`src/common/mem_route_pkg.sv`:
```
package mem_route_pkg;

    // Bus widths
    localparam int addr_w = 32;
    localparam int data_w = 32;
    localparam int strb_w = 4;

    // Path order tracking
    localparam int order_depth = 8;
    localparam int order_ptr_w = 3;

    // Per-master limit on transactions in flight
    localparam int max_outstanding = 4;

    // AXI response codes
    localparam logic [1:0] resp_okay   = 2'b00;
    localparam logic [1:0] resp_slverr = 2'b10;

    // Requester side
    typedef struct packed {
        logic [addr_w-1:0] addr;
        logic [data_w-1:0] wdata;
        logic [strb_w-1:0] strb;
        logic              write;
        logic              cached;
    } mem_req_t;

    typedef struct packed {
        logic [data_w-1:0] rdata;
        logic              err;
    } mem_rsp_t;

    // AR and AW share one payload layout
    typedef struct packed {
        logic [addr_w-1:0] addr;
        logic [2:0]        prot;
    } axil_addr_t;

    typedef struct packed {
        logic [data_w-1:0] data;
        logic [strb_w-1:0] strb;
    } axil_wdata_t;

    typedef struct packed {
        logic [data_w-1:0] data;
        logic [1:0]        resp;
    } axil_rdata_t;

    typedef struct packed {
        logic [1:0] resp;
    } axil_bresp_t;

endpackage

```
`src/hw/order_fifo.sv`:
```
`timescale 1ns/1ps

module order_fifo
    import mem_route_pkg::*;
(
    input  logic aclk,
    input  logic aresetn,
    input  logic push,
    input  logic tag_in,
    input  logic pop,
    output logic head_tag,
    output logic empty,
    output logic full
);

    logic [order_depth-1:0] tags;
    logic [order_ptr_w-1:0] wr_ptr;
    logic [order_ptr_w-1:0] rd_ptr;
    logic [order_ptr_w:0]   count;
    logic                   push_en;
    logic                   pop_en;

    assign empty = (count == '0);
    assign full  = (count == (order_ptr_w + 1)'(order_depth));

    // Overflow and underflow are ignored
    assign push_en = push && !full;
    assign pop_en  = pop && !empty;

    always_ff @(posedge aclk) begin
        if (!aresetn) begin
            wr_ptr <= '0;
            rd_ptr <= '0;
            count  <= '0;
        end else begin
            if (push_en) begin
                wr_ptr <= wr_ptr + 1'b1;
            end
            if (pop_en) begin
                rd_ptr <= rd_ptr + 1'b1;
            end
            case ({push_en, pop_en})
                2'b10:   count <= count + 1'b1;
                2'b01:   count <= count - 1'b1;
                default: count <= count;
            endcase
        end
    end

    always_ff @(posedge aclk) begin
        if (push_en) begin
            tags[wr_ptr] <= tag_in;
        end
    end

    // Path of the oldest outstanding request
    assign head_tag = tags[rd_ptr];

endmodule

```
`src/hw/mem_router.sv`:
```
`timescale 1ns/1ps

module mem_router
    import mem_route_pkg::*;
(
    input  logic     aclk,
    input  logic     aresetn,

    input  mem_req_t req,
    input  logic     req_valid,
    output logic     req_ready,
    output mem_rsp_t rsp,
    output logic     rsp_valid,

    output mem_req_t cached_req,
    output logic     cached_valid,
    input  logic     cached_ready,
    input  mem_rsp_t cached_rsp,
    input  logic     cached_rsp_valid,

    output mem_req_t uncached_req,
    output logic     uncached_valid,
    input  logic     uncached_ready,
    input  mem_rsp_t uncached_rsp,
    input  logic     uncached_rsp_valid
);

    logic head_tag;
    logic fifo_empty;
    logic fifo_full;
    logic path_ok;
    logic target_ready;
    logic accept;

    // A new request may only follow requests on the same path
    assign path_ok = !fifo_full && (fifo_empty || (head_tag == req.cached));

    assign target_ready = req.cached ? cached_ready : uncached_ready;

    assign req_ready = path_ok && target_ready;
    assign accept    = req_valid && req_ready;

    // Both masters see the payload, valid only goes one way
    assign cached_req     = req;
    assign uncached_req   = req;
    assign cached_valid   = req_valid && path_ok && req.cached;
    assign uncached_valid = req_valid && path_ok && !req.cached;

    // Only one path has traffic at a time, so at most one returns
    assign rsp_valid = cached_rsp_valid || uncached_rsp_valid;
    assign rsp       = head_tag ? cached_rsp : uncached_rsp;

    order_fifo u_order_fifo (
        .aclk     (aclk),
        .aresetn  (aresetn),
        .push     (accept),
        .tag_in   (req.cached),
        .pop      (rsp_valid),
        .head_tag (head_tag),
        .empty    (fifo_empty),
        .full     (fifo_full)
    );

endmodule

```
`src/axil_master/axil_master.sv`:
```
`timescale 1ns/1ps

module axil_master
    import mem_route_pkg::*;
(
    input  logic        aclk,
    input  logic        aresetn,

    input  mem_req_t    req,
    input  logic        req_valid,
    output logic        req_ready,
    output mem_rsp_t    rsp,
    output logic        rsp_valid,

    output axil_addr_t  ar,
    output logic        arvalid,
    input  logic        arready,

    input  axil_rdata_t r,
    input  logic        rvalid,
    output logic        rready,

    output axil_addr_t  aw,
    output logic        awvalid,
    input  logic        awready,

    output axil_wdata_t w,
    output logic        wvalid,
    input  logic        wready,

    input  axil_bresp_t b,
    input  logic        bvalid,
    output logic        bready
);

    logic [$clog2(max_outstanding + 1)-1:0] inflight;
    logic                                   kind_wr;
    logic                                   active;
    logic                                   chan_free;
    logic                                   kind_ok;
    logic                                   accept;
    logic                                   r_done;
    logic                                   b_done;
    logic                                   done;

    // Held low until the first clock after reset
    always_ff @(posedge aclk) begin
        if (!aresetn) begin
            active <= 1'b0;
        end else begin
            active <= 1'b1;
        end
    end

    assign chan_free = !arvalid && !awvalid && !wvalid;
    assign kind_ok   = (inflight == '0) || (kind_wr == req.write);
    assign req_ready = active && chan_free && kind_ok && (inflight < max_outstanding);
    assign accept    = req_valid && req_ready;

    assign rready = (inflight != '0) && !kind_wr;
    assign bready = (inflight != '0) && kind_wr;
    assign r_done = rvalid && rready;
    assign b_done = bvalid && bready;
    assign done   = r_done || b_done;

    always_ff @(posedge aclk) begin
        if (!aresetn) begin
            arvalid  <= 1'b0;
            awvalid  <= 1'b0;
            wvalid   <= 1'b0;
            kind_wr  <= 1'b0;
            inflight <= '0;
        end else begin
            if (accept) begin
                kind_wr <= req.write;
                arvalid <= !req.write;
                awvalid <= req.write;
                wvalid  <= req.write;
            end else begin
                // AW and W drop on their own handshakes
                if (arvalid && arready) begin
                    arvalid <= 1'b0;
                end
                if (awvalid && awready) begin
                    awvalid <= 1'b0;
                end
                if (wvalid && wready) begin
                    wvalid <= 1'b0;
                end
            end
            case ({accept, done})
                2'b10:   inflight <= inflight + 1'b1;
                2'b01:   inflight <= inflight - 1'b1;
                default: inflight <= inflight;
            endcase
        end
    end

    // Channel payloads
    always_ff @(posedge aclk) begin
        if (accept) begin
            ar.addr <= req.addr;
            ar.prot <= 3'b000;
            aw.addr <= req.addr;
            aw.prot <= 3'b000;
            w.data  <= req.wdata;
            w.strb  <= req.strb;
        end
    end

    always_ff @(posedge aclk) begin
        if (!aresetn) begin
            rsp_valid <= 1'b0;
        end else begin
            rsp_valid <= done;
        end
    end

    always_ff @(posedge aclk) begin
        if (r_done) begin
            rsp.rdata <= r.data;
            rsp.err   <= (r.resp != resp_okay);
        end else if (b_done) begin
            rsp.rdata <= '0;
            rsp.err   <= (b.resp != resp_okay);
        end
    end

endmodule

```
`src/hw/mem_router_top.sv`:
```
`timescale 1ns/1ps

module mem_router_top
    import mem_route_pkg::*;
(
    input  logic        aclk,
    input  logic        aresetn,

    input  mem_req_t    req,
    input  logic        req_valid,
    output logic        req_ready,
    output mem_rsp_t    rsp,
    output logic        rsp_valid,

    // Cached path
    output axil_addr_t  c_ar,
    output logic        c_arvalid,
    input  logic        c_arready,
    input  axil_rdata_t c_r,
    input  logic        c_rvalid,
    output logic        c_rready,
    output axil_addr_t  c_aw,
    output logic        c_awvalid,
    input  logic        c_awready,
    output axil_wdata_t c_w,
    output logic        c_wvalid,
    input  logic        c_wready,
    input  axil_bresp_t c_b,
    input  logic        c_bvalid,
    output logic        c_bready,

    // Uncached path
    output axil_addr_t  u_ar,
    output logic        u_arvalid,
    input  logic        u_arready,
    input  axil_rdata_t u_r,
    input  logic        u_rvalid,
    output logic        u_rready,
    output axil_addr_t  u_aw,
    output logic        u_awvalid,
    input  logic        u_awready,
    output axil_wdata_t u_w,
    output logic        u_wvalid,
    input  logic        u_wready,
    input  axil_bresp_t u_b,
    input  logic        u_bvalid,
    output logic        u_bready
);

    mem_req_t cached_req;
    logic     cached_valid;
    logic     cached_ready;
    mem_rsp_t cached_rsp;
    logic     cached_rsp_valid;

    mem_req_t uncached_req;
    logic     uncached_valid;
    logic     uncached_ready;
    mem_rsp_t uncached_rsp;
    logic     uncached_rsp_valid;

    mem_router u_router (
        .aclk               (aclk),
        .aresetn            (aresetn),
        .req                (req),
        .req_valid          (req_valid),
        .req_ready          (req_ready),
        .rsp                (rsp),
        .rsp_valid          (rsp_valid),
        .cached_req         (cached_req),
        .cached_valid       (cached_valid),
        .cached_ready       (cached_ready),
        .cached_rsp         (cached_rsp),
        .cached_rsp_valid   (cached_rsp_valid),
        .uncached_req       (uncached_req),
        .uncached_valid     (uncached_valid),
        .uncached_ready     (uncached_ready),
        .uncached_rsp       (uncached_rsp),
        .uncached_rsp_valid (uncached_rsp_valid)
    );

    axil_master u_cached_master (
        .aclk      (aclk),
        .aresetn   (aresetn),
        .req       (cached_req),
        .req_valid (cached_valid),
        .req_ready (cached_ready),
        .rsp       (cached_rsp),
        .rsp_valid (cached_rsp_valid),
        .ar        (c_ar),
        .arvalid   (c_arvalid),
        .arready   (c_arready),
        .r         (c_r),
        .rvalid    (c_rvalid),
        .rready    (c_rready),
        .aw        (c_aw),
        .awvalid   (c_awvalid),
        .awready   (c_awready),
        .w         (c_w),
        .wvalid    (c_wvalid),
        .wready    (c_wready),
        .b         (c_b),
        .bvalid    (c_bvalid),
        .bready    (c_bready)
    );

    axil_master u_uncached_master (
        .aclk      (aclk),
        .aresetn   (aresetn),
        .req       (uncached_req),
        .req_valid (uncached_valid),
        .req_ready (uncached_ready),
        .rsp       (uncached_rsp),
        .rsp_valid (uncached_rsp_valid),
        .ar        (u_ar),
        .arvalid   (u_arvalid),
        .arready   (u_arready),
        .r         (u_r),
        .rvalid    (u_rvalid),
        .rready    (u_rready),
        .aw        (u_aw),
        .awvalid   (u_awvalid),
        .awready   (u_awready),
        .w         (u_w),
        .wvalid    (u_wvalid),
        .wready    (u_wready),
        .b         (u_b),
        .bvalid    (u_bvalid),
        .bready    (u_bready)
    );

endmodule

```
`config.mk`:
```
export PLATFORM = sky130hd
export DESIGN_NAME = mem_router_top
export DESIGN_NICKNAME = d
export VERILOG_FILES = /design/src/common/mem_route_pkg.sv /design/src/hw/order_fifo.sv /design/src/hw/mem_router.sv /design/src/axil_master/axil_master.sv /design/src/hw/mem_router_top.sv
export SDC_FILE = /design/constraint.sdc
export NUM_CORES = 1
export LEC_CHECK = 0
export BUFFER_PORTS_ARGS = -buffer_cell sky130_fd_sc_hd__buf_2
export CORE_MARGIN = 5
export CORE_UTILIZATION = 41
export DETAILED_ROUTE_END_ITERATION = 7
export PLACE_DENSITY = 0.72
export SYNTH_ARGS = -nofsm -noshare
export SYNTH_HDL_FRONTEND = slang
export SYNTH_HIERARCHICAL = 1
export SYNTH_SLANG_ARGS = --single-unit
export TNS_END_PERCENT = 100
```
`constraint.sdc`:
```
create_clock -name aclk -period 6.6 [get_ports aclk]
set_input_delay 1.32 -clock aclk [delete_from_list [all_inputs] [get_ports aclk]]
set_output_delay 1.32 -clock aclk [all_outputs]
set_load 0.02 [all_outputs]
```
==> flow_summary.json <==
{
  "critPathKind": "reg -> out",
  "fin_hold_ws_ns": 0.516,
  "maxCapViolCount": 0,
  "gp_congestion": 0.767,
  "most-common-layout-cells": "buf_2 (399), edfxtp_1 (210), and2_1 (81)",
  "initial_core_util_pct": 41.7,
  "slew_violations": 0,
  "fmax_ghz": 0.235,
  "status": "finished clean",
  "synthCells": 727,
  "min_to": "u_cached_master/wvalid$_SDFFE_PN0P_",
  "hp-class": "reg -> reg",
  "crit_buf_inv": 1,
  "critPathMaxFanout": 36,
  "path_clk_slew_ns": 0.06,
  "detail_route.wl_per_cell_um": 18.4,
  "cts.sinks": 238,
  "crit_family": "multiplexers",
  "drtAntennaViolNets": 0,
  "final_common_cell": "buf_2",
  "finalHoldViolations": 0,
  "antenna_cells": 0,
  "layout_min_cycle_time_ns": 4.25,
  "grt_pass1_wl_um": 34500,
  "setup_viol": 0,
  "cp.arrival_ns": 2.93,
  "path_cells": "mux4_2 -> mux2_2 -> nor2b_4 -> o31a_1 -> nor2_1 -> buf_2",
  "hp-start": "u_cached_master/wvalid$_SDFFE_PN0P_",
  "dp_hpwl_um": 17400,
  "fin_crit_sh_pct": 64.4,
  "cts_hold_buf": 0,
  "worstSetupEndpointType": "output pin",
  "leakage_nw": 5.01,
  "grt_pass1_vias": 5933,
  "r2r-start": "u_router/u_order_fifo/rd_ptr[0]$_SDFFE_PN0P_",
  "die_area_um2": 28900,
  "area_growth_syn_to_layout_pct": 15.8,
  "setup-tns-final_ns": 0,
  "fin_cells": 1288,
  "die_h_um": 170,
  "grt_usage_pct": 15.4,
  "cts_setup_buffers": 0,
  "vias": 5805,
  "rsz0062_at_grt": "false",
  "post_dp_cell_area_um2": 11300,
  "drcViolationCount": 0,
  "vias_per_cell": 4.51,
  "r2r_cells": 12,
  "io_pins": 412,
  "post_cts_resized": 0,
  "peakVddDrop_uv": 332,
  "drt_pass1_iterations": 4,
  "final_area_um2": 12200,
  "r2r_slack_ns": 2.60,
  "syn_avg_cell_area_um2": 14.4,
  "insertion_delay_ns": 0.52,
  "dr.first_iter.drc_count": 243,
  "grt_max_degree": 69,
  "clockRootBuffer": "clkbuf_16",
  "cts_inserted_buffers": 25,
  "fin_nets": 1108,
  "cp-start-kind": "flip-flop",
  "drive_above_1_share_pct": 52.2,
  "core.rowCount": 58,
  "wirelength_um": 23700,
  "cpMaxStageDelayCell": "mux2_2",
  "cp_data_required_time_ns": 5.28,
  "h-tree-depth": 1,
  "cts_tree": "built",
  "powerDensity_nw_per_um2": 349,
  "port_buffers": 399,
  "slowest_delay_ns": 0.62,
  "dp_cells": 1246,
  "syn_area_um2": 10500,
  "relSlewSlack_pct": 33.6,
  "clock_skew_ns": 0.0257,
  "r2r-end": "u_router/u_order_fifo/count[3]$_SDFFE_PN0P_",
  "coreArea_um2": 25200,
  "holdPathStages": 2,
  "ys_warn_count": 6,
  "cts_buffer_depth": 3,
  "die_w_um": 170,
  "tightest_slew_ns": 0.996,
  "grt-ovfl-total": 0,
  "antenna_found_initial": 0
}
[through the flow]
| stage | utilization (%) | total power [mW] | setup WS (ns) |
|---|---|---|---|
| 2_1_floorplan | - | 2.63 | 1.90 |
| 5_1_grt | 48.3 | 4.45 | 2.18 |
| 3_5_place_dp | 45.1 | 2.90 | 2.52 |
| 3_3_place_gp | 45.1 | 2.88 | 2.59 |
| 4_1_cts | 48.3 | 4.32 | 2.27 |
| 6_report | 48.3 | 4.25 | 2.35 |
[layout make-up]
class / instances / area, um2
sequential: 238 / 6870
inverter: 11 / 41.3
timing repair buffer: 405 / 2040
clock inverter: 13 / 174
clock buffer: 29 / 641
multi-input combinational: 262 / 1980
fill: 2204 / 13000
tap: 330 / 413
[how the worst max path moves through the flow]
stage	from	endpoint	slack (ns)	cells after the start
after floorplan	c_bvalid	u_cached_master/inflight[2]$_SDFFE_PN0P_	1.90	8
after global placement	req[1]	u_router/u_order_fifo/count[3]$_SDFFE_PN0P_	2.59	14
after detailed placement	req[1]	u_router/u_order_fifo/count[3]$_SDFFE_PN0P_	2.52	14
after CTS	u_router/u_order_fifo/rd_ptr[0]$_SDFFE_PN0P_	req_ready	2.27	6
after global routing	u_router/u_order_fifo/rd_ptr[0]$_SDFFE_PN0P_	req_ready	2.18	6
final	u_router/u_order_fifo/rd_ptr[0]$_SDFFE_PN0P_	req_ready	2.35	6
[flip-flops by register name, summed over array words and instances, names as in the netlist, 3 cells and up]
name	count
u_cached_master/aw	32
u_cached_master/inflight	3
u_cached_master/rsp	33
u_cached_master/w	36
u_router/u_order_fifo/count	4
u_router/u_order_fifo/rd_ptr	3
u_router/u_order_fifo/tags	8
u_router/u_order_fifo/wr_ptr	3
u_uncached_master/aw	32
u_uncached_master/inflight	3
u_uncached_master/rsp	33
u_uncached_master/w	36
[tightest hold or removal path: cells and delay by family (launching register included)]
family,cells,cell delay (ns)
AOI/OAI and AO/OA,1,0.05
DFF,1,0.33
and+or+nand+nor,1,0.09
[layer usage]
metal	global-route usage, %	vias to the layer above	share of wire [%]
met5	0	-	0
met4	3.19	0	1.7
met3	3.53	37	9.0
met2	28.5	254	52
met1	18.2	2773	37
li1	-	2741	-
[power breakdown]
| group | switching (mW) | internal (mW) | leakage (nW) |
|---|---|---|---|
| combinational | 0.596 | 0.313 | 2.45 |
| sequential | 0.0648 | 1.88 | 2.16 |
| clock | 0.550 | 0.849 | 0.398 |
Power figures use the tool's default switching activity.
